--- src/hw/det_pkg.sv ---
package det_pkg;

	parameter int MAX_N = 8; // largest matrix dimension, power of two
	localparam int IDX_W = $clog2(MAX_N);
	localparam int ADDR_W = 2 * IDX_W;

	typedef logic signed [31:0] fix_t; // q16.16 element
	typedef logic [ADDR_W-1:0] mx_addr_t; // row base + column
	typedef logic [IDX_W-1:0] idx_t;
	typedef logic [IDX_W:0] size_t; // 0..MAX_N
	typedef logic [6:0] wb_addr_t;
	typedef mx_addr_t [MAX_N-1:0] row_base_t; // one base per logical row

	localparam fix_t FIX_ONE = 32'sh0001_0000;

	// register map above the matrix words
	localparam wb_addr_t WB_CTRL = 7'd64;
	localparam wb_addr_t WB_STATUS = 7'd65;
	localparam wb_addr_t WB_RESULT = 7'd66;

	typedef enum logic [2:0] {
		ST_IDLE,
		ST_SETUP,
		ST_PIVOT_READ,
		ST_PIVOT_CHECK,
		ST_ELIM,
		ST_NEXT_ITER,
		ST_DIAG,
		ST_FINISH
	} det_state_e;

	typedef struct packed {
		mx_addr_t addr;
		fix_t wdata;
		logic we;
	} ram_req_t;

endpackage
--- src/hw/diag_product.sv ---
module diag_product (
	input logic clk,
	input logic reset,
	input logic i_go,
	input det_pkg::size_t i_size,
	input det_pkg::row_base_t i_row_base,
	input det_pkg::fix_t i_q,
	input logic i_neg,
	output det_pkg::ram_req_t o_req,
	output det_pkg::fix_t o_result,
	output logic o_done
);
	import det_pkg::*;

	logic busy;
	logic phase; // 0 address out, 1 data back
	logic fin;
	idx_t idx; // diagonal index
	fix_t acc;
	logic signed [63:0] prod;

	assign prod = acc * i_q;

	always_comb begin
		o_req.addr = i_row_base[idx] + mx_addr_t'(idx); // a(idx,idx)
		o_req.wdata = '0;
		o_req.we = 1'b0; // read only
	end

	always_ff @(posedge clk) begin
		if (reset) begin
			busy <= 1'b0;
			phase <= 1'b0;
			fin <= 1'b0;
			idx <= '0;
			o_done <= 1'b0;
		end else begin
			o_done <= fin;
			fin <= 1'b0;
			if (i_go) begin
				busy <= 1'b1;
				phase <= 1'b0;
				idx <= '0;
			end else if (busy) begin
				phase <= ~phase;
				if (phase) begin
					idx <= idx + idx_t'(1);
					if (idx == idx_t'(i_size - size_t'(1))) begin
						busy <= 1'b0; // last element folded
						fin <= 1'b1;
					end
				end
			end
		end
	end

	always_ff @(posedge clk) begin
		if (i_go) acc <= FIX_ONE;
		else if (busy && phase) acc <= fix_t'(prod >>> 16);
		if (fin) o_result <= i_neg ? -acc : acc; // rotation parity
	end

endmodule

--- config.mk ---
export PLATFORM = sky130hd
export DESIGN_NAME = diag_product
export DESIGN_NICKNAME = d
export VERILOG_FILES = /design/src/hw/det_pkg.sv /design/src/hw/diag_product.sv
export SDC_FILE = /design/constraint.sdc
export NUM_CORES = 2
export LEC_CHECK = 0
export BUFFER_PORTS_ARGS = -buffer_cell sky130_fd_sc_hd__buf_2
export CAP_MARGIN = 10
export CORE_MARGIN = 2
export CORE_UTILIZATION = 40
export CTS_BUF_LIST = sky130_fd_sc_hd__clkbuf_8
export CTS_CLUSTER_DIAMETER = 100
export DETAILED_ROUTE_END_ITERATION = 8
export PLACE_DENSITY_LB_ADDON = 0.2
export SLEW_MARGIN = 25
export SYNTH_ARGS = -nofsm -noshare
export SYNTH_HDL_FRONTEND = slang
export SYNTH_SLANG_ARGS = --single-unit
--- constraint.sdc ---
create_clock -name clk -period 10.8 [get_ports clk]
set_clock_uncertainty 0.15 [all_clocks]
set_input_delay 2.16 -clock clk [delete_from_list [all_inputs] [get_ports clk]]
set_output_delay 2.16 -clock clk [all_outputs]
set_load 0.005 [all_outputs]
==> run metrics <==
final setup vio count=0; YS warnings=0; most frequent cell on the critical path=fa_1; share of cells above drive strength 1=0.0657; status=finished clean; Initial Util=0.404; post-DP HPWL=about 72 mm; final net count=approximately 4600; Clock Tree Root=clkbuf_8; Final Hold Viols=0; routed via count=~23000; DRT antenna net count=0; vias in the first global route=25106; row cnt=around 100; top cell type's share of synthesized area=0.517; GRT overflow=0; slowest CP cell=buf_2; RD Place Congestion=~0.84; total track usage=0.226; cts bufs inserted=9; area of the multi-input gates=between 20000 and 30000 um2; per-cell routed wire length=19.4 um; number of remaining DRC errors=0; Worst-Skew Late Latency=~0.38 ns; routing usage on met3=0.0166; Post-synth EDFFs=32; cell accounting for the most synthesized area=fa_1; Bufs and invs on worst path=4; core area=~80000 um2; synthesized instance count=approximately 3500; Adder-Cell Fraction of Synth Area=0.583; Clock Tree Buf Depth=2; Area contributors post-synth=fa_1 52%, inv_1 9.4%, and2_1 8.2%; distinct cell type count after synthesis=approximately 60; largest net degree at the start of global routing=37; Syn Area/Cell=around 9 um2; Top Usage Layer GRT=met2; post-synthesis mux area share=0.0109; Fin Setup TNS=0 ns; area grow syn2layout=5.45%; DR iter-0 viols=1370; fin. max-slew vios=0; # port buffers=between 100 and 150; global routing usage on met1=0.297; Simple-Gate Fraction of Synth Area=0.165; commonest non-fill, non-tap cell in the layout=fa_1; post-synthesis register bit count=slightly above 70; min-delay worst type=flip-flop to flip-flop; Crit Path Class=input pin to flip-flop; drt via density=approximately 5.0; Rel. slew slack=0.241; XOR/XNOR Fraction of Synth Area=0.0302; Max Cap Viol=0; critical path cell sequence=buf_2 > and2_1 > fa_1 > inv_1 > fa_1 > fa_1 > fa_1 > fa_1 > inv_1 > fa_1 > fa_1 > fa_1 > ha_1 > nand2_1 > o21ai_0 > nand2b_1 > o311ai_1 > buf_4 > o31ai_1 > a21o_1 > a21oi_1 > or4_1 > nand3_1; CP required=around 11 ns; fin crit period=between 9 and 10 ns; total wire length=a little under 90 mm; asr flop ratio synth=0; CTS Sinks=71; die width=~290 um; mapped cell area=~32000 um2; Worst setup SP type=input pin; clock slew at reported path FFs=roughly 0.09 ns; DR pass1 iterations=5; hold slack=slightly above 0.4 ns; Filler Cell Count=a little over 8000; Max Fclk=slightly above 100 MHz; first-pass GRT wire length=between 100 and 150 mm; hold buffer count at CTS=0; I/O pin cnt=between 150 and 200; CTS tree=done; post-synthesis compound-gate area fraction=0.0320; crit-path leading delay family=adder cells; # Post-CTS Setup Buffers=0; Chip Height=about 290 um; H-tree Lvls=3; largest stage delay on the critical path=about 0.64 ns; met2 usage=0.410; Die ar.=between 80000 and 90000 um2; register area share after synthesis=0.0537; sequential cell area=between 1500 and 2000 um2; largest family of logic cells by synthesized area=adder cells; worst endpoint data arrival time=9.83 ns; commonest non-fill, non-tap cells in the layout=839 x fa_1, 813 x inv_1, 544 x nand2_1; initial antenna violation count=6; Slew @ Worst Pin=approximately 1.1 ns; post-CTS resize count=0; Period Utilization, post-route=0.895; Main synth FF type=dfxtp_1; critical path capture point type=flip-flop; CP Max Fanout=32; RSZ-0062 raised after global routing=no
[path summary, 6_finish.rpt]
check        cells after the start     from  slack [ns]       to
max                             23  i_q[12]        1.14  acc[20]
min                              2     busy        0.40     busy
max reg2reg                     22  acc[13]        2.52  acc[24]
min reg2reg                      2     busy        0.40     busy
[Yosys cell counts (3+ instances only)]
| cell | number |
|---|---|
| a31oi_1 | 4 |
| nand2_1 | 544 |
| fa_1 | 839 |
| a21o_1 | 11 |
| clkbuf_1 | 191 |
| o31ai_2 | 3 |
| o21ai_0 | 38 |
| or3_1 | 6 |
| xor2_1 | 21 |
| edfxtp_1 | 32 |
| buf_4 | 33 |
| mux2i_1 | 6 |
| nor2b_1 | 13 |
| o211ai_1 | 7 |
| nand4_1 | 9 |
| inv_1 | 813 |
| o41ai_1 | 3 |
| nand2b_1 | 9 |
| nor2_1 | 33 |
| mux4_2 | 12 |
| and2_1 | 427 |
| a21oi_1 | 67 |
| or4_1 | 4 |
| o221ai_1 | 3 |
| ha_1 | 169 |
| dfxtp_1 | 39 |
| buf_1 | 16 |
| o31ai_1 | 6 |
| nor3_1 | 15 |
| a211oi_1 | 4 |
| a22o_1 | 9 |
| xnor2_1 | 91 |
| nand3_1 | 9 |
[cells by family (layout without fill, tap and decap cells)]
| logic type | after synthesis | in the layout |
|---|---|---|
| buf+inv | 1054 | 1017 |
| simple gates | 1085 | 1085 |
| other cells | 1 | 39 |
| compound gates | 168 | 168 |
| flops | 71 | 71 |
| fa+ha+maj | 1008 | 1008 |
| mux | 20 | 20 |
| xor+xnor | 112 | 112 |
[worst min-delay path: stages, from the launching register on]
cell and delay, ns:
dfxtp_1 0.35, a21oi_1 0.13, nor2_1 0.04
[final cells by class]
cell class,instances,area share
inverter,813,0.0892
clock inverter,7,0.00303
multi-input combinational,2426,0.782
timing repair buffer,188,0.0325
clock buffer,9,0.00362
sequential,71,0.0510
tap,1060,0.0387
antenna,6,0.000439
[layer usage]
metal	up-vias	routed length (um)
li1	10027	-
met1	12015	36900
met2	539	46200
met3	116	3610
met4	0	2040
met5	-	0
[sequential cells by signal (all words and copies together), names as in the netlist]
register,cells
acc,32
o_result,32
idx,3
busy,1
fin,1
o_done,1
phase,1
[metrics by stage]
step | std cells | util | cell area (um2) | worst slack (ns)
2_1_floorplan | 3551 | - | 32600 | 1.77
4_1_cts | 4574 | 0.425 | 34200 | 1.19
3_3_place_gp | 4558 | 0.423 | 34000 | 0.797
5_1_grt | 4576 | 0.426 | 34200 | 0.685
6_report | 4580 | 0.426 | 34200 | 1.14
3_5_place_dp | 4558 | 0.423 | 34000 | 0.775
Power is not shown: default switching activity piles up to over one toggle a cycle in this logic, so the estimate is an artifact.
