===== src/hw/det_pkg.sv =====
package det_pkg;

	parameter int MAX_N = 8; // largest matrix dimension, power of two
	localparam int IDX_W = $clog2(MAX_N);
	localparam int ADDR_W = 2 * IDX_W;

	typedef logic signed [31:0] fix_t; // q16.16 element
	typedef logic [ADDR_W-1:0] mx_addr_t; // row base + column
	typedef logic [IDX_W-1:0] idx_t;
	typedef logic [IDX_W:0] size_t; // 0..MAX_N
	typedef logic [6:0] wb_addr_t;
	typedef mx_addr_t [MAX_N-1:0] row_base_t; // one base per logical row

	localparam fix_t FIX_ONE = 32'sh0001_0000;

	// register map above the matrix words
	localparam wb_addr_t WB_CTRL = 7'd64;
	localparam wb_addr_t WB_STATUS = 7'd65;
	localparam wb_addr_t WB_RESULT = 7'd66;

	typedef enum logic [2:0] {
		ST_IDLE,
		ST_SETUP,
		ST_PIVOT_READ,
		ST_PIVOT_CHECK,
		ST_ELIM,
		ST_NEXT_ITER,
		ST_DIAG,
		ST_FINISH
	} det_state_e;

	typedef struct packed {
		mx_addr_t addr;
		fix_t wdata;
		logic we;
	} ram_req_t;

endpackage

===== src/hw/det_control.sv =====
module det_control (
	input logic clk,
	input logic reset,
	input logic i_start,
	input det_pkg::size_t i_size,
	input det_pkg::ram_req_t i_host_req,
	input det_pkg::ram_req_t i_elim_req_a,
	input det_pkg::ram_req_t i_diag_req,
	input det_pkg::fix_t i_q_a,
	input det_pkg::row_base_t i_row_base,
	input logic i_elim_done,
	input logic i_diag_done,
	input det_pkg::fix_t i_diag_result,
	output logic o_busy,
	output logic o_done,
	output logic o_singular,
	output det_pkg::fix_t o_result,
	output det_pkg::ram_req_t o_port_a,
	output logic o_rotate,
	output logic o_init_rows,
	output logic o_elim_go,
	output logic o_diag_go,
	output det_pkg::idx_t o_k
);
	import det_pkg::*;

	det_state_e state;
	size_t rot_cnt; // rotations tried at this k
	size_t m; // rows in active block
	logic pivot_zero;
	logic last_k; // k == n-2

	assign m = i_size - size_t'(o_k);
	assign pivot_zero = (i_q_a == '0);
	assign last_k = (o_k == idx_t'(i_size - size_t'(2)));

	assign o_busy = (state != ST_IDLE);
	assign o_done = (state == ST_FINISH);
	assign o_init_rows = (state == ST_SETUP);
	assign o_rotate = (state == ST_PIVOT_CHECK) && pivot_zero; // next row to the top
	assign o_elim_go = (state == ST_PIVOT_CHECK) && !pivot_zero; // pivot still on q_a
	assign o_diag_go = ((state == ST_SETUP) && (i_size == size_t'(1))) ||
		((state == ST_NEXT_ITER) && last_k);

	//////////////////////////////
	// port A owner
	always_comb begin
		o_port_a = '0;
		case (state)
			ST_IDLE: o_port_a = i_host_req;
			ST_PIVOT_READ, ST_PIVOT_CHECK: begin
				o_port_a.addr = i_row_base[o_k] + mx_addr_t'(o_k); // a(k,k)
			end
			ST_ELIM: o_port_a = i_elim_req_a;
			ST_DIAG: o_port_a = i_diag_req;
			default: o_port_a = '0;
		endcase
	end

	//////////////////////////////
	// main FSM
	always_ff @(posedge clk) begin
		if (reset) begin
			state <= ST_IDLE;
			o_k <= '0;
			rot_cnt <= '0;
			o_singular <= 1'b0;
			o_result <= '0;
		end else begin
			case (state)
				ST_IDLE: begin
					if (i_start) state <= ST_SETUP;
				end
				ST_SETUP: begin
					o_k <= '0;
					rot_cnt <= '0;
					o_singular <= 1'b0;
					state <= (i_size == size_t'(1)) ? ST_DIAG : ST_PIVOT_READ;
				end
				ST_PIVOT_READ: state <= ST_PIVOT_CHECK; // ram latency
				ST_PIVOT_CHECK: begin
					if (!pivot_zero) begin
						state <= ST_ELIM;
					end else if (rot_cnt == size_t'(m - size_t'(1))) begin
						o_singular <= 1'b1; // every row tried
						o_result <= '1;
						state <= ST_FINISH;
					end else begin
						rot_cnt <= rot_cnt + size_t'(1);
						state <= ST_PIVOT_READ; // probe the rotated row
					end
				end
				ST_ELIM: begin
					if (i_elim_done) state <= ST_NEXT_ITER;
				end
				ST_NEXT_ITER: begin
					o_k <= o_k + idx_t'(1);
					rot_cnt <= '0;
					state <= last_k ? ST_DIAG : ST_PIVOT_READ;
				end
				ST_DIAG: begin
					if (i_diag_done) begin
						o_result <= i_diag_result;
						state <= ST_FINISH;
					end
				end
				ST_FINISH: state <= ST_IDLE;
				default: state <= ST_IDLE;
			endcase
		end
	end

endmodule


===== config.mk =====
export PLATFORM = sky130hd
export DESIGN_NAME = det_control
export DESIGN_NICKNAME = d
export VERILOG_FILES = /design/src/hw/det_pkg.sv /design/src/hw/det_control.sv
export SDC_FILE = /design/constraint.sdc
export NUM_CORES = 1
export LEC_CHECK = 0
export BUFFER_PORTS_ARGS = -buffer_cell sky130_fd_sc_hd__buf_4
export CAP_MARGIN = 20
export CELL_PAD_IN_SITES_DETAIL_PLACEMENT = 0
export CELL_PAD_IN_SITES_GLOBAL_PLACEMENT = 1
export CORE_ASPECT_RATIO = 0.5
export CORE_MARGIN = 4
export CORE_UTILIZATION = 26
export CTS_CLUSTER_DIAMETER = 80
export DETAILED_ROUTE_END_ITERATION = 6
export GPL_ROUTABILITY_DRIVEN = 0
export GPL_TIMING_DRIVEN = 0
export PLACE_DENSITY_LB_ADDON = 0.1
export SLEW_MARGIN = 10
export SYNTH_ARGS = -nofsm -noshare
export SYNTH_HDL_FRONTEND = slang
export SYNTH_SLANG_ARGS = --single-unit

===== constraint.sdc =====
create_clock -name clk -period 3.64 [get_ports clk]
set_input_delay 0.364 -clock clk [delete_from_list [all_inputs] [get_ports clk]]
set_output_delay 0.364 -clock clk [all_outputs]
set_load 0.02 [all_outputs]

==> results.cfg <==
[global_routing]
grt.total_usage = 0.179
globalRouteOverflowTotal = 0
grt_pass1_wl_mm = 23.6
vias_in_the_first_global_route = 4433
grt_start_max_net_pins = 15
antenna_found_initial = 0

[logic_synthesis]
synthesized_area_per_cell_um2 = 9.46
seq_area_frac_synth = 0.233
ys_warn_count = 0
post_synthesis_instance_area_mm2 = 0.00369
synth-edff-count = 0
synth.lib_cells_used.distinct = 52
ys_seq_elements = 43
synth_fp_nets = 638
synth_top_area_cell = sky130_fd_sc_hd__dfxtp_1
synth_ff_type = sky130_fd_sc_hd__dfxtp_1
synthTopCellsByArea = sky130_fd_sc_hd__dfxtp_1, sky130_fd_sc_hd__o2bb2ai_2, sky130_fd_sc_hd__mux2_2, sky130_fd_sc_hd__a22oi_1, sky130_fd_sc_hd__nor2_1
syn_inst = 390
synthArstFlopShare = 0
synth_top_area_frac = 0.233

[die]
die_h_um = 92.2
die_w_um = 176
core_box_area_mm2 = 0.0137
rows = 30
ioPinCount = 319
start_util = 0.269
die-area_mm2 = 0.0163

[setup_path]
crit_slowest_cell = sky130_fd_sc_hd__dfxtp_1
path_max_fanout = 10
worstPathCellList = clkbuf_2, mux4_2, nand2_1, nand2_1, ha_1, fa_1, a21oi_1, nor2_1, xor2_1, o22ai_1, buf_4
worstSetupEndpoint = o_port_a[37]
worst_setup_startpoint = o_k[1]$_SDFFE_PP0N_
timing.critical_path.slowest_cell_delay_ns = 0.57
setup.worst_path.class = reg2out
reg2reg_setup_slack_ns = 0.69
critPathRequiredTime_ns = 3.28
worst_r2r_path_depth = 9
startpoint_type = register
timing.rr.start = o_k[1]$_SDFFE_PP0N_
critical_path.most_common_cell = sky130_fd_sc_hd__nand2_1
timing.rr.end = o_result[27]$_SDFFE_PP0P_
critPathCaptureType = primary output
critPathArrivalTime_ns = 3.06

[min_path]
hold_class = in2reg
worstHoldStart = i_diag_result[16]

[sta]
report.final.setup_viol = 0
layout_worst_path_cycle_share = 0.940
hold_viol_final = 0
max_clock_freq_mhz = 292
final_critical_period_ns = 3.42
worst_pin_slew_ns = 0.668
unrepaired_setup_endpoints_after_global_routing = false
final.setup_skew_ns = 0.00241
count_of_final_max_slew_check_failures = 0
setup-tns-final_ns = 0
slew-limit-headroom = 0.553

[route]
via_count = 4212
detail_route.wl_per_cell_um = 17.0
via_cell_ratio = 4.64
post-route-drc-count = 0
ant_nets = 0
route.final.wire_length_mm = 15.4
dr.first_iter.drc_count = 158
firstDrtPassIters = 4

[placed_design]
detailed_place_hpwl_mm = 13.2
port_buffers = 317
placed_cells = 899

[clocking]
worst_skew_pair.late_latency_ns = 0.28
cts.path.max_buffers = 2
cts.clk_slew.worst_paths_ns = 0.06
cts_tree = yes
h-tree-depth = 2
cts_buffers = 5
clkSinkCount = 43
cts.root.buffer_cell = sky130_fd_sc_hd__clkbuf_16

[job]
maxCapViolations = 0

[final_layout]
diodes = 0
layoutNonFillerInstCount = 907
layout.nets = 962
post_route_cells_drive_above_1_share = 0.606
area.growth.synth_to_final_pct = 75.2
post-route-util = 0.472

[power_and_ir_drop]
power.leakage_nw = 3.03
worst_ir_drop_vdd_mv = 0.162
power_density_mw_per_mm2 = 274

[outcome]
run_status = complete, no violations
==> metrics by stage <==
stage	setup WS [ns]	hold slack [ns]	power, mW	area, um^2
final	0.217	0.310	1.77	6470
after global routing	0.000605	0.310	1.87	6470
after CTS	0.0365	0.303	1.80	6460
after detailed placement	0.252	0.455	1.34	6310
after global placement	0.243	0.450	1.34	6310
after floorplan	0.357	0.460	0.919	3690
==> report_power, final <==
part / total (mW) / switching, mW / internal (mW) / leakage, nW
Combinational: 0.837 / 0.406 / 0.431 / 2.61
Clock: 0.447 / 0.194 / 0.253 / 0.0658
Sequential: 0.485 / 0.00550 / 0.479 / 0.348
Total: 1.77 / 0.605 / 1.16 / 3.03
==> registers in the layout, summed over array words and instances (netlist names) <==
register    flops
rot_cnt         4
state           3
o_result       32
o_k             3
o_singular      1
==> timing repair <==
action	in CTS	in global routing
hold buffers	0	0
endpoints found under the setup margin	1	2
resized for setup	2	3
buffers inserted	0	0
gates cloned	0	0
==> cell type report <==
type / count / area [um^2]
flip-flops and latches: 43 / 862
clock buffers: 5 / 125
fillers: 1402 / 7230
well taps: 192 / 240
clock inverters: 3 / 20.0
multi-input cells: 307 / 2640
repair buffers: 317 / 2380
inverters: 6 / 22.5
plain buffers: 34 / 174
==> worst min path at each step <==
| stage | slack (ns) | depth (start not counted) | endpoint |
|---|---|---|---|
| 3_3_place_gp | 0.45 | 1 | o_result[31]$_SDFFE_PP0P_ |
| 5_1_grt | 0.31 | 3 | o_result[7]$_SDFFE_PP0P_ |
| 4_1_cts | 0.30 | 3 | o_result[16]$_SDFFE_PP0P_ |
| 2_1_floorplan | 0.46 | 2 | rot_cnt[2]$_SDFFE_PP0P_ |
| 6_report | 0.31 | 3 | o_result[16]$_SDFFE_PP0P_ |
| 3_5_place_dp | 0.46 | 1 | o_result[20]$_SDFFE_PP0P_ |
==> cells by family after synthesis <==
group,synth area share
simple gates,0.173
compound gates,0.276
mux,0.202
flops,0.233
buf+inv,0.0505
xor+xnor,0.0275
fa+ha+maj,0.0380
==> cells in the final DEF (no fill, tap or decap), types with 6 or more instances in the layout <==
cell type,count
sky130_fd_sc_hd__mux4_2,12
sky130_fd_sc_hd__nor2_1,78
sky130_fd_sc_hd__clkbuf_1,17
sky130_fd_sc_hd__buf_4,317
sky130_fd_sc_hd__ha_1,8
sky130_fd_sc_hd__o2bb2ai_2,30
sky130_fd_sc_hd__xnor2_1,6
sky130_fd_sc_hd__a22oi_1,40
sky130_fd_sc_hd__a21oi_1,8
sky130_fd_sc_hd__nand2_1,13
sky130_fd_sc_hd__buf_2,9
sky130_fd_sc_hd__dfxtp_1,42
sky130_fd_sc_hd__mux2i_1,6
sky130_fd_sc_hd__mux2_2,37
sky130_fd_sc_hd__o22ai_1,7
==> metal layers <==
metal / GRT usage / routed length (um) / part of all wire
met5: 0 / 0 / 0
met4: 0.0296 / 143 / 0.0093
met2: 0.333 / 7890 / 0.51
met3: 0.0585 / 1310 / 0.085
met1: 0.204 / 6060 / 0.39
==> critical path, delay by kind of cell (launching register included) <==
family	cells	cell delay, ns
adder cells (fa/ha/maj)	2	0.63
flip-flops	1	0.57
buffers and inverters	2	0.55
multiplexers	1	0.36
AO/OA/AOI/OAI	2	0.30
AND/OR/NAND/NOR	3	0.19
XOR/XNOR	1	0.17
==> synth_stat cells (2+ instances only) <==
master,number
sky130_fd_sc_hd__nor2_1,78
sky130_fd_sc_hd__mux2_2,37
sky130_fd_sc_hd__a21oi_1,8
sky130_fd_sc_hd__nand2_1,13
sky130_fd_sc_hd__a21o_1,2
sky130_fd_sc_hd__buf_2,11
sky130_fd_sc_hd__and3_1,2
sky130_fd_sc_hd__xor2_1,3
sky130_fd_sc_hd__nand2b_1,3
sky130_fd_sc_hd__inv_1,5
sky130_fd_sc_hd__nand3b_1,3
sky130_fd_sc_hd__xnor2_1,6
sky130_fd_sc_hd__mux2i_1,6
sky130_fd_sc_hd__buf_1,2
sky130_fd_sc_hd__nand4_2,3
sky130_fd_sc_hd__o22ai_1,7
sky130_fd_sc_hd__dfxtp_1,43
sky130_fd_sc_hd__clkbuf_1,18
sky130_fd_sc_hd__o2bb2ai_2,30
sky130_fd_sc_hd__nand3_1,4
sky130_fd_sc_hd__a22oi_1,40
sky130_fd_sc_hd__fa_1,2
sky130_fd_sc_hd__nor3_1,5
sky130_fd_sc_hd__o21ai_0,2
sky130_fd_sc_hd__ha_1,8
sky130_fd_sc_hd__buf_6,3
sky130_fd_sc_hd__o2bb2ai_1,4
sky130_fd_sc_hd__nor4_1,5
sky130_fd_sc_hd__mux4_2,12
sky130_fd_sc_hd__nor4_2,3
Power figures use the tool's default switching activity.
