[config.mk]
export PLATFORM = sky130hd
export DESIGN_NAME = row_pointer_table
export DESIGN_NICKNAME = d
export VERILOG_FILES = /design/src/hw/det_pkg.sv /design/src/hw/row_pointer_table.sv
export SDC_FILE = /design/constraint.sdc
export NUM_CORES = 1
export LEC_CHECK = 0
export ABC_AREA = 1
export ABC_CLOCK_PERIOD_IN_PS = 2700
export BUFFER_PORTS_ARGS = -buffer_cell sky130_fd_sc_hd__clkbuf_2
export CORE_MARGIN = 2
export CORE_UTILIZATION = 25
export CTS_CLUSTER_SIZE = 12
export DETAILED_ROUTE_END_ITERATION = 7
export SYNTH_ARGS = -nofsm -noshare
export SYNTH_HDL_FRONTEND = slang
export SYNTH_SLANG_ARGS = --single-unit
[constraint.sdc]
create_clock -name clk -period 2.7 [get_ports clk]
set_clock_uncertainty 0.15 [all_clocks]
set_input_delay 0.27 -clock clk [delete_from_list [all_inputs] [get_ports clk]]
set_output_delay 0.27 -clock clk [all_outputs]
set_load 0.01 [all_outputs]
[src/hw/det_pkg.sv]
package det_pkg;

	parameter int MAX_N = 8; // largest matrix dimension, power of two
	localparam int IDX_W = $clog2(MAX_N);
	localparam int ADDR_W = 2 * IDX_W;

	typedef logic signed [31:0] fix_t; // q16.16 element
	typedef logic [ADDR_W-1:0] mx_addr_t; // row base + column
	typedef logic [IDX_W-1:0] idx_t;
	typedef logic [IDX_W:0] size_t; // 0..MAX_N
	typedef logic [6:0] wb_addr_t;
	typedef mx_addr_t [MAX_N-1:0] row_base_t; // one base per logical row

	localparam fix_t FIX_ONE = 32'sh0001_0000;

	// register map above the matrix words
	localparam wb_addr_t WB_CTRL = 7'd64;
	localparam wb_addr_t WB_STATUS = 7'd65;
	localparam wb_addr_t WB_RESULT = 7'd66;

	typedef enum logic [2:0] {
		ST_IDLE,
		ST_SETUP,
		ST_PIVOT_READ,
		ST_PIVOT_CHECK,
		ST_ELIM,
		ST_NEXT_ITER,
		ST_DIAG,
		ST_FINISH
	} det_state_e;

	typedef struct packed {
		mx_addr_t addr;
		fix_t wdata;
		logic we;
	} ram_req_t;

endpackage
[src/hw/row_pointer_table.sv]
module row_pointer_table (
	input logic clk,
	input logic reset,
	input logic i_init,
	input logic i_rotate,
	input det_pkg::idx_t i_k,
	input det_pkg::size_t i_size,
	output det_pkg::row_base_t o_row_base,
	output logic o_neg
);
	import det_pkg::*;

	size_t span; // n-k rows in the active block

	assign span = i_size - size_t'(i_k);

	always_ff @(posedge clk) begin
		if (reset || i_init) begin
			for (int v = 0; v < MAX_N; v++) begin
				o_row_base[v] <= mx_addr_t'(v * MAX_N); // identity order
			end
			o_neg <= 1'b0;
		end else if (i_rotate) begin
			// last active row to the top, the rest slide down
			o_row_base[i_k] <= o_row_base[idx_t'(i_size - size_t'(1))];
			for (int v = 1; v < MAX_N; v++) begin
				if (v > int'(i_k) && v < int'(i_size)) begin
					o_row_base[v] <= o_row_base[v-1];
				end
			end
			if (!span[0]) o_neg <= ~o_neg; // even cycle length, odd permutation
		end
	end

endmodule

==> summary.md, run 1 <==
| Metric | Value |
|---|---|
| Post-layout util | between 30% and 40% |
| Worst hold slack | around 0.32 ns |
| Met2 Wirelength | 5.306 mm |
| Syn Inst Count | 516 |
| Fmax | 512.5 MHz |
| First-pass DRT Iterations | 5 |
| CTS tree | yes |
| CTS Buffer Depth | 2 |
| Overall via count from detail_route | 3540 |
| Vias in the first global route | 3373 |
| Crit. End Element | register |
| Share of cells above drive strength 1 | between 15 and 20% |
| Relative slew slack | 54.55% |
| Nets | ~600 |
| Initial core utilization | roughly 26% |
| Uppermost layer routed | met4 |
| Die X-Extent | 115.5 um |
| Pin count of the biggest net entering global routing | 38 |
| RSZ-0062 raised after global routing | false |
| Peak supply drop | 0.2707 mV |
| # DRC | 0 |
| Lkg Pwr | ~0.0019 uW |
| Max cap viols | 0 |
| Syn Nets | 530 |
| Met3 WL | 703 um |
| Ys Warns | 0 |
| Layout area overhead | 19.11% |
| Total GRT Usage | 16.92% |
| Routed vias/inst | 4.803 |
| Reg clk slew, reported paths | 0.06 ns |
| CTS sink count | 49 |
| H-tree depth | 2 |
| Core area | 12060 um2 |
| First-pass GRT wire length | between 15 and 20 mm |
| Seq/Total Area, Yosys | 31.55% |
| Crit Path Max Fanout | 8 |
| Status | finished clean |
| Die area | 13340 um2 |
| Max-slew violation count | 0 |
| Cell Count, Final, Fillers Out | 737 |
| Total routed wirelength | 11.11 mm |
| Post-DRT Antenna Nets | 0 |
| Final Critical Period | 1.951 ns |
| Cts hold-fix bufs | 0 |
| Post-Syn Area per Cell | 6.026 um2 |
| Routability cong. | 0.8853 |
| # rows | 40 |
| Diode count | 0 |
| Clock latency at the later pin of the worst-skew pair | 0.29 ns |
| Placed Instances | 730 |
| Pwr/cell area | 487.5 nW/um2 |
| Post-CTS Setup Inserts | 0 |
| Die Height | ~120 um |
| Worst min-delay path class | register to register |
| 1st-iter DRT viols | 301 |
| Crit path DAT | 1.98 ns |
| Routed length on met1 | 4.949 mm |
| CTS Buf Count | 5 |
| Post-cts sizing count | 0 |
| Post-synthesis instance area | 3109 um2 |
| #FFs+latches synth | 49 |
| WL/cell | 15.07 um |
| Number of port buffers | 59 |
| Fin. Hold Viols | 0 |
| I/O pin total | 60 |
| Worst path required time | ~2.7 ns |
| Antenna violations before repair | 0 |
| Fin crit share | 72.27% |
| CP Class | input port to register |
| FILL cells | 1375 |
| Grt ovf | 0 |
| Crit start category | input port |
| Final setup violation count | 0 |
| Setup TNS Final | 0 ns |
| Yosys cell types | 27 |
| Slew @ Worst Pin | slightly below 0.7 ns |
| Clock root cell | clkbuf_16 |
| Hpwl dp | 8.140 mm |
==> metrics by stage <==
stage	setup WS (ns)	area (um2)	total power (uW)
3_3_place_gp	0.5437	3561	1181
4_1_cts	0.8323	3704	1808
5_1_grt	0.5346	3704	1890
2_1_floorplan	0.6386	3109	1042
3_5_place_dp	0.5508	3561	1180
6_report	0.7488	3704	1806
==> cells in the mapped netlist (all sizes together) <==
master / n / area share, %
inv: 66 / 8.0
nand4: 1 / 0.20
xnor2: 1 / 0.28
nor3: 1 / 0.16
o21ai: 24 / 4.2
nor4: 1 / 0.40
dfxtp: 49 / 32
nand2: 155 / 19
buf: 10 / 2.1
or2: 1 / 0.20
clkbuf: 8 / 0.97
xor2: 1 / 0.52
nor2: 57 / 8.1
ha: 3 / 1.2
nand3: 74 / 12
o211ai: 6 / 1.4
a21oi: 58 / 9.7
==> path summary, 6_finish.rpt <==
kind / cells past startpoint / start / endpoint / slack, ns
worst max register to register: 8 / o_row_base[29]$_SDFFE_PP1P_ / o_row_base[35]$_SDFFE_PP1P_ / 1.06
worst max-delay path: 9 / i_size[1] / o_row_base[35]$_SDFFE_PP1P_ / 0.75
worst min-delay path: 2 / o_neg$_SDFFE_PP0P_ / o_neg$_SDFFE_PP0P_ / 0.32
worst min register to register: 2 / o_neg$_SDFFE_PP0P_ / o_neg$_SDFFE_PP0P_ / 0.32
==> flip-flops by register name, summed over array words and instances, names as in the netlist <==
signal,cells
o_neg,1
o_row_base,48
==> critical path: stages <==
cell	delay [ns]
clkbuf_2	0.11
inv_1	0.07
ha_1	0.23
xnor2_1	0.43
nand3_1	0.48
nand3_1	0.20
nand2_1	0.08
nand2_1	0.06
nand2_1	0.04
==> report_power, final <==
group	switching [uW]	total (uW)	internal (uW)
Combinational	296	404	109
Clock	269	634	365
Sequential	21.6	768	746
Total	586	1810	1220
==> cells in the final DEF, fill, tap and decap left out, drive strengths merged <==
cell / Yosys / final
nand3: 74 / 74
clkbuf: 8 / 66
ha: 3 / 3
xor2: 1 / 1
xnor2: 1 / 1
o211ai: 6 / 6
nand4: 1 / 1
nor3: 1 / 1
inv: 66 / 66
buf: 10 / 5
dfxtp: 49 / 49
nor2: 57 / 57
or2: 1 / 1
a21oi: 58 / 58
nand2: 155 / 155
nor4: 1 / 1
o21ai: 24 / 24
==> layout make-up <==
type / instances / area (um2) / area share (%)
clock buffers: 7 / 142.6 / 3.851
well taps: 168 / 210.2 / 5.676
flip-flops and latches: 49 / 980.9 / 26.49
multi-input cells: 383 / 1789 / 48.31
repair buffers: 64 / 332.8 / 8.986
inverters: 66 / 247.7 / 6.689
==> routing by layer <==
metal	up-vias	GRT usage, %
met4	0	4.337
met1	1628	22.72
met5	-	0
met2	138	28.27
met3	17	2.772
li1	1757	-
==> cells by family (layout without fill, tap and decap cells) <==
kind of cell / Yosys count / count (layout) / synth area share (%)
AND/OR/NAND/NOR: 290 / 290 / 40.08
adder cells (fa/ha/maj): 3 / 3 / 1.207
flip-flops: 49 / 49 / 31.55
AO/OA/AOI/OAI: 88 / 88 / 15.37
buffers and inverters: 84 / 137 / 10.99
XOR/XNOR: 2 / 2 / 0.8050
Power figures use the tool's default switching activity.
==> run 2, diff against run 1 <==
- ABC_AREA: 1 -> 0
- ABC_CLOCK_PERIOD_IN_PS: 2700 -> 2000
- clock period: 2.7 -> 2 ns (I/O delays scaled with it)
==> run 2 against run 1 <==
Net effect:
- total power rose by 37%
- sequential share of layout area fell by 1.9 points
- critical path depth fell by 1
- highest routed layer unchanged
- largest power group unchanged
- via count fell by 4.9%
- critical path type unchanged
- worst setup slack got worse by 0.69 ns
- die area fell by 3.3%
- first-iteration DRC count fell by 16%
- combinational power rose by 50%
- clock-buffer cell count rose by 1
- area after synthesis fell by 3.4%
- synthesized cell count fell by 33%
- design area rose by 7.6%
==> summary.md, run 2 <==
| Metric | Value |
|---|---|
| H-tree depth | 2 (unchanged) |
| Nets | 461 (-21%) |
| CTS sink count | 49 (unchanged) |
| Relative slew slack | 67.12% (+13 points) |
| FILL cells | 1232 (-10%) |
| Pin count of the biggest net entering global routing | 31 (-18%) |
| Worst Setup SP | i_size[0] |
| Part of the power in registers | 42.2% (-0.3 points) |
| Post-Syn Area per Cell | 8.657 um2 (+44%) |
| Grt ovf | 0 (unchanged) |
| Worst path required time | 2.06 ns (-0.67 ns) |
| Largest register FFs | 48 (unchanged) |
| Max cap viols | 0 (unchanged) |
| Sw Ratio | 29.55% (-2.9 points) |
| Share of Yosys cell area claimed by the top area cell type | 32.65% (+1.1 points) |
| Worst min-delay path class | input port to register |
| Die Height | 113.6 um (-1.6%) |
| Post-synth EDFFs | 0 (unchanged) |
| Clock latency at the later pin of the worst-skew pair | 0.29 ns (about the same) |
| Cts hold-fix bufs | 0 (unchanged) |
| Post-DRT Antenna Nets | 0 (unchanged) |
| Synth Area in Compound Gates | 29.40% (+14 points) |
| Largest registers | o_row_base x48, o_neg x1 |
| Lkg Pwr | 0.001656 uW (-11%) |
| Post-synthesis instance area | 3004 um2 (-3.4%) |
| Crit. End Element | register |
| Die area | 12910 um2 (-3.3%) |
| Dpl ws | -0.2316 ns (-0.7825 ns) |
| Xor and xnor area share after synthesis | 1.791% (+0.99 points) |
| Net Sw Power | 731.0 uW (+25%) |
| Setup ws final | 0.06367 ns (-0.6852 ns) |
| Yosys cell types | 48 (+78%) |
| Mux cell area share after synthesis | 13.91% (+14 points) |
| Status | finished clean |
| Diode count | 0 (unchanged) |
| Worst flop-to-flop path startpoint | o_row_base[21]$_SDFFE_PP1P_ |
| Vias in the first global route | 3202 (-5.1%) |
| Area leader, netlist | dfxtp_1 |
| Hpwl dp | 8.767 mm (+7.7%) |
| First-pass DRT Iterations | 5 (unchanged) |
| Max-slew violation count | 0 (unchanged) |
| Power share of the clock group | 33.3% (-1.8 points) |
| Syn Inst Count | 347 (-33%) |
| Most frequent cells in the layout | clkbuf_2 (59), buf_4 (56), dfxtp_1 (49) |
| Comb pwr share | 24.5% (+2.1 points) |
| Worst hold slack | 0.2275 ns (-0.08800 ns) |
| Slew @ Worst Pin | 0.4932 ns (-0.1834 ns) |
| Hold Path Origin | i_rotate |
| Async SR Flop Fraction | 0% (unchanged) |
| Initial core utilization | 25.33% (-0.45 points) |
| CTS tree | yes |
| Fin crit share | around 97% |
| Fin. Hold Viols | 0 (unchanged) |
| #FFs+latches synth | 49 (unchanged) |
| Simple-gate share of the synthesized area | 15.20% (-25 points) |
| Antenna violations before repair | 0 (unchanged) |
| Crit path DAT | 1.99 ns (about the same) |
| Core area | 11860 um2 (-1.7%) |
| Cell Count, Final, Fillers Out | 595 (-19%) |
| Share of cells above drive strength 1 | 31.92% (+15 points) |
| Die X-Extent | 113.6 um (-1.6%) |
| # DRC | 0 (unchanged) |
| Peak supply drop | 0.3337 mV (+23%) |
| Final Critical Period | 1.936 ns |
| Overall via count from detail_route | 3366 (-4.9%) |
| Crit start category | input port |
| Clock root cell | clkbuf_16 |
| Reg clk slew, reported paths | 0.06 ns (about the same) |
| Fmax | 516.4 MHz |
| Seq/Total Area, Yosys | 32.65% (+1.1 points) |
| Largest family of logic cells by synthesized area | compound AO/OA/AOI/OAI gates |
| Largest reg by FF count | o_row_base |
| I/O pin total | 60 (unchanged) |
| Layout area overhead | 32.69% |
| Ys flop type | dfxtp_1 |
| RSZ-0062 raised after global routing | false |
| CP Class | input port to register |
| Number of port buffers | 59 (unchanged) |
| WL/cell | 18.92 um (+26%) |
| Ys Warns | 0 (unchanged) |
| Pwr Total | 2474 uW (+37%) |
| Total GRT Usage | 17.16% (+0.24 points) |
| Cell with the most instances after synthesis | dfxtp_1 |
| Total routed wirelength | 11.26 mm (+1.3%) |
| CTS Buffer Depth | 2 (unchanged) |
| Most common cell after layout, fill and taps aside | clkbuf_2 |
| CTS Buf Count | 5 (unchanged) |
| 1st-iter DRT viols | 253 (-16%) |
| Syn Nets | 361 (-32%) |
| Ranking of synthesized cells by area | dfxtp_1 (33%), mux4_2 (8.2%), mux2i_1 (5.7%) |
| Synth Area in Adders | 1.249% (+0.042 points) |
| Final setup violation count | 0 (unchanged) |
| Routability cong. | 0.9217 (+4.1%) |
| Post-synth top cells | dfxtp_1 (49), a21oi_1 (32), nand2_1 (27) |
| Cell-internal power | 1743 uW (+43%) |
| First-pass GRT wire length | 17.44 mm (-0.79%) |
| Crit Path Max Fanout | 8 (unchanged) |
| Placed Instances | 585 (-20%) |
| # rows | 40 (unchanged) |
| Routed vias/inst | 5.657 (+18%) |
| Pwr/cell area | 620.6 nW/um2 (+27%) |
## run 2: changes by cell type in the layout (fill, tap and decap cells not counted), sizes merged, moves of 17 or more
| cell | delta |
|---|---|
| a21oi | -26 |
| buf | +53 |
| inv | -51 |
| mux2i | +17 |
| nand2 | -128 |
| nand3 | -66 |
| nor2 | -44 |
## run 2: stage by stage
stage	utilization, %	area (um2)	setup TNS, ns
after global placement	32.30	3831	-2.426
after CTS	33.45	3968	0
after global routing	33.61	3986	0
after detailed placement	32.30	3831	-3.510
after floorplan	-	3045	-0.1249
final	33.61	3986	0
## run 2: worst paths after layout
kind / cells after the start / end / slack, ns
min reg2reg: 2 / o_row_base[26]$_SDFFE_PP0P_ / 0.37
max: 8 / o_row_base[22]$_SDFFE_PP1P_ / 0.06
min: 3 / o_row_base[37]$_SDFFE_PP0P_ / 0.23
max reg2reg: 4 / o_row_base[39]$_SDFFE_PP0P_ / 0.15
## run 2: power by group through the flow
stage	registers (uW)	clock network (uW)	logic [uW]
6_report	1040	824	607
5_1_grt	1050	873	647
4_1_cts	1040	831	592
3_5_place_dp	1060	0	588
3_3_place_gp	1060	0	577
2_1_floorplan	1070	0	338
## run 2: area by class of cell
type                            instances  area, um2  share of cell area, %
Multi-Input combinational cell        259       1866                  46.80
Sequential cell                        49      980.9                  24.61
Timing Repair Buffer                  117      755.7                  18.96
Tap cell                              147      183.9                  4.614
Clock buffer                            8      136.4                  3.421
Inverter                               15      63.81                  1.601
## run 2: per-layer routing
metal | up-vias | track usage, % | routed length (um)
met5 | - | 0 | 0
met4 | 0 | 6.016 | 268
met3 | 25 | 3.826 | 924
met2 | 166 | 27.74 | 5222
met1 | 1628 | 22.64 | 4841
li1 | 1547 | - | -
## run 2: cells by family after synthesis
group	after synthesis
compound gates	132
simple gates	92
flops	49
buf+inv	39
mux	28
xor+xnor	4
fa+ha+maj	3
## run 2: worst max-delay path, stage by stage
cell and delay, ns:
clkbuf_2 0.15, inv_8 0.04, ha_4 0.33, buf_12 0.15, mux2i_1 0.12, mux4_2 0.49
or3_1 0.33, a21oi_1 0.18
## run 2: what timing repair did
action	4_1_cts	5_1_grt
gates resized for setup	0	2
setup endpoints to repair	0	4
buffers inserted	0	2
==> run 3, diff against run 2 <==
- ABC_CLOCK_PERIOD_IN_PS: 2000 -> 2500
- CORE_ASPECT_RATIO: unset -> 1.5
- clock period: 2 -> 2.5 ns (I/O delays scaled with it)
==> run 3 against run 2 <==
Net effect:
- worst setup slack improved by 0.36 ns
- register-to-register slack improved by 0.45 ns
- clock power down 18%
==> summary.md, run 3 (synthesis gave the netlist of run 2 again) <==
| Metric | Value |
|---|---|
| CTS Buffer Depth | 2 (unchanged) |
| Final setup violation count | 0 (unchanged) |
| Nets | 423 (-8.2%) |
| Post-layout util | 31.09% (-2.5 points) |
| Fmax | 482.1 MHz |
| CTS tree | yes |
| Crit path DAT | 2.13 ns (+0.14 ns) |
| H-tree depth | 2 (unchanged) |
| Post-DRT Antenna Nets | 0 (unchanged) |
| Crit. End Element | register |
| Sw Ratio | 29.47% (-0.081 points) |
| Worst Setup EP | o_row_base[39]$_SDFFE_PP0P_ |
| Most common cell after layout, fill and taps aside | clkbuf_2 |
| Clock latency at the later pin of the worst-skew pair | 0.29 ns (about the same) |
| Routability cong. | 0.8896 (-3.5%) |
| Antenna violations before repair | 0 (unchanged) |
| Hpwl dp | 8.634 mm (-1.5%) |
| Layout area overhead | 22.45% |
| # rows | 49 (+23%) |
| Design area | 3679 um2 (-7.7%) |
| Fin crit share | 82.98% |
| Vias in the first global route | 3215 (+0.41%) |
| Status | finished clean |
| Reg clk slew, reported paths | 0.06 ns (about the same) |
| Die X-Extent | 93.51 um (-18%) |
| Crit Path Max Fanout | 20 (+12) |
| Largest register FFs | 48 (unchanged) |
| FF-to-FF End | o_row_base[39]$_SDFFE_PP0P_ |
| RSZ-0062 raised after global routing | false |
| Max-slew violation count | 0 (unchanged) |
| Slew @ Worst Pin | 0.5999 ns (+0.1067 ns) |
| Comb pwr share | 21.4% (-3.1 points) |
| Die area | 12930 um2 (+0.14%) |
| Post-CTS Setup Inserts | 0 (unchanged) |
| Relative slew slack | 59.76% (-7.4 points) |
| CTS Buf Count | 5 (unchanged) |
| Worst path cell trace | clkbuf_2, inv_1, ha_1, buf_12, mux2i_1, mux4_2, or2_0, a311oi_1 |
| Reg2Reg Depth | 4 (unchanged) |
| Worst flop-to-flop path startpoint | o_row_base[9]$_SDFFE_PP1P_ |
| Total GRT Usage | 17.16% (about the same) |
| Part of the power in registers | 43.4% (+1.2 points) |
| Cell area after placement | 3536 um2 (-7.7%) |
| Pwr Total | 1931 uW (-22%) |
| Worst min-delay path class | input port to register |
| Largest registers | o_row_base x48, o_neg x1 |
| Cell Count, Final, Fillers Out | 562 (-5.5%) |
| WL/cell | 20.06 um (+6.1%) |
| 1st-iter DRT viols | 389 (+54%) |
| Net Sw Power | 569.1 uW (-22%) |
| Crit start category | input port |
| # DRC | 0 (unchanged) |
| Die Height | 138.3 um (+22%) |
| Pin count of the biggest net entering global routing | 31 (unchanged) |
| Placed Instances | 555 (-5.1%) |
| Share of cells above drive strength 1 | 24.94% (-7.0 points) |
| Peak supply drop | 0.2597 mV (-22%) |
| CP Class | input port to register |
| Max cap viols | 0 (unchanged) |
| Grt ovf | 0 (unchanged) |
| Fin. Hold Viols | 0 (unchanged) |
| FILL cells | 1262 (+2.4%) |
| CTS sink count | 49 (unchanged) |
| Core area | 11830 um2 (-0.24%) |
| I/O pin total | 60 (unchanged) |
| Lkg Pwr | 0.001470 uW (-11%) |
| Number of port buffers | 59 (unchanged) |
| Slowest stage delay, CP | 0.59 ns (+0.10 ns) |
| Worst Setup SP | i_size[0] |
| Clock root cell | clkbuf_16 |
| R2r setup slk | 0.60 ns (+0.45 ns) |
| Total routed wirelength | 11.28 mm (+0.17%) |
| Pwr/cell area | 525.0 nW/um2 (-15%) |
| Diode count | 0 (unchanged) |
| First-pass GRT wire length | 17.31 mm (-0.75%) |
| First-pass DRT Iterations | 6 (+1) |
| Initial core utilization | 25.39% (+0.062 points) |
| Routed vias/inst | 5.749 (+1.6%) |
| Worst path required time | 2.55 ns (+0.49 ns) |
| Power share of the clock group | 35.2% (+1.9 points) |
| Slowest-stage cell, CP | mux4_2 |
| Final Critical Period | 2.074 ns |
| Most frequent cells in the layout | clkbuf_2 (59), dfxtp_1 (49), a21oi_1 (32) |
| Cell-internal power | 1362 uW (-22%) |
| Largest reg by FF count | o_row_base |
| Cts hold-fix bufs | 0 (unchanged) |
| Overall via count from detail_route | 3231 (-4.0%) |
| Post-cts sizing count | 0 (unchanged) |
| Setup TNS Final | 0 ns (unchanged) |
## run 3: changes by cell type in the layout (fill, tap and decap cells not counted), sizes merged
cell / change
buf: -38
clkbuf: -1
## run 3: worst max-delay path: cells and delay by family
kind,cells,cell delay (ns)
mux,2,0.73
buf+inv,3,0.32
fa+ha+maj,1,0.32
simple gates,1,0.26
compound gates,1,0.24
## run 3: layout make-up
class	instances	area [um2]	share of cell area (%)
Tap cell	153	191.4	5.204
Multi-Input combinational cell	259	1849	50.27
Sequential cell	49	980.9	26.67
Timing Repair Buffer	79	457.9	12.45
Clock buffer	7	142.6	3.878
Inverter	15	56.30	1.531
## run 3: how the worst min path moves through the flow
stage / start / end / cells past startpoint
2_1_floorplan: o_row_base[25]$_SDFFE_PP0P_ / o_row_base[25]$_SDFFE_PP0P_ / 2
3_3_place_gp: o_row_base[28]$_SDFFE_PP0P_ / o_row_base[28]$_SDFFE_PP0P_ / 2
3_5_place_dp: o_row_base[28]$_SDFFE_PP0P_ / o_row_base[28]$_SDFFE_PP0P_ / 2
4_1_cts: i_rotate / o_row_base[10]$_SDFFE_PP0P_ / 2
5_1_grt: i_rotate / o_row_base[17]$_SDFFE_PP0P_ / 2
6_report: i_rotate / o_row_base[17]$_SDFFE_PP0P_ / 2
## run 3: layer usage
metal	vias to the layer above	wire length, um	part of all wire [%]	global-route usage, %
li1	1465	-	-	-
met1	1517	4220	37	19.60
met2	200	5690	50	29.69
met3	49	726	6.4	2.452
met4	0	639	5.7	10.29
met5	-	0	0	0
## run 3: power by group through the flow
stage | Combinational, uW | Sequential [uW] | Clock, uW
2_1_floorplan | 260 | 854 | 0
3_3_place_gp | 400 | 856 | 0
3_5_place_dp | 407 | 856 | 0
4_1_cts | 408 | 838 | 692
5_1_grt | 445 | 840 | 716
6_report | 414 | 838 | 679
## run 3: metrics by stage
stage               hold WS (ns)  setup slack, ns
global route              0.2490           0.3301
floorplan                 0.3603           0.1070
finish                    0.2584           0.4256
CTS                       0.2446           0.4138
detailed placement        0.3520           0.1147
global placement          0.3695           0.1870
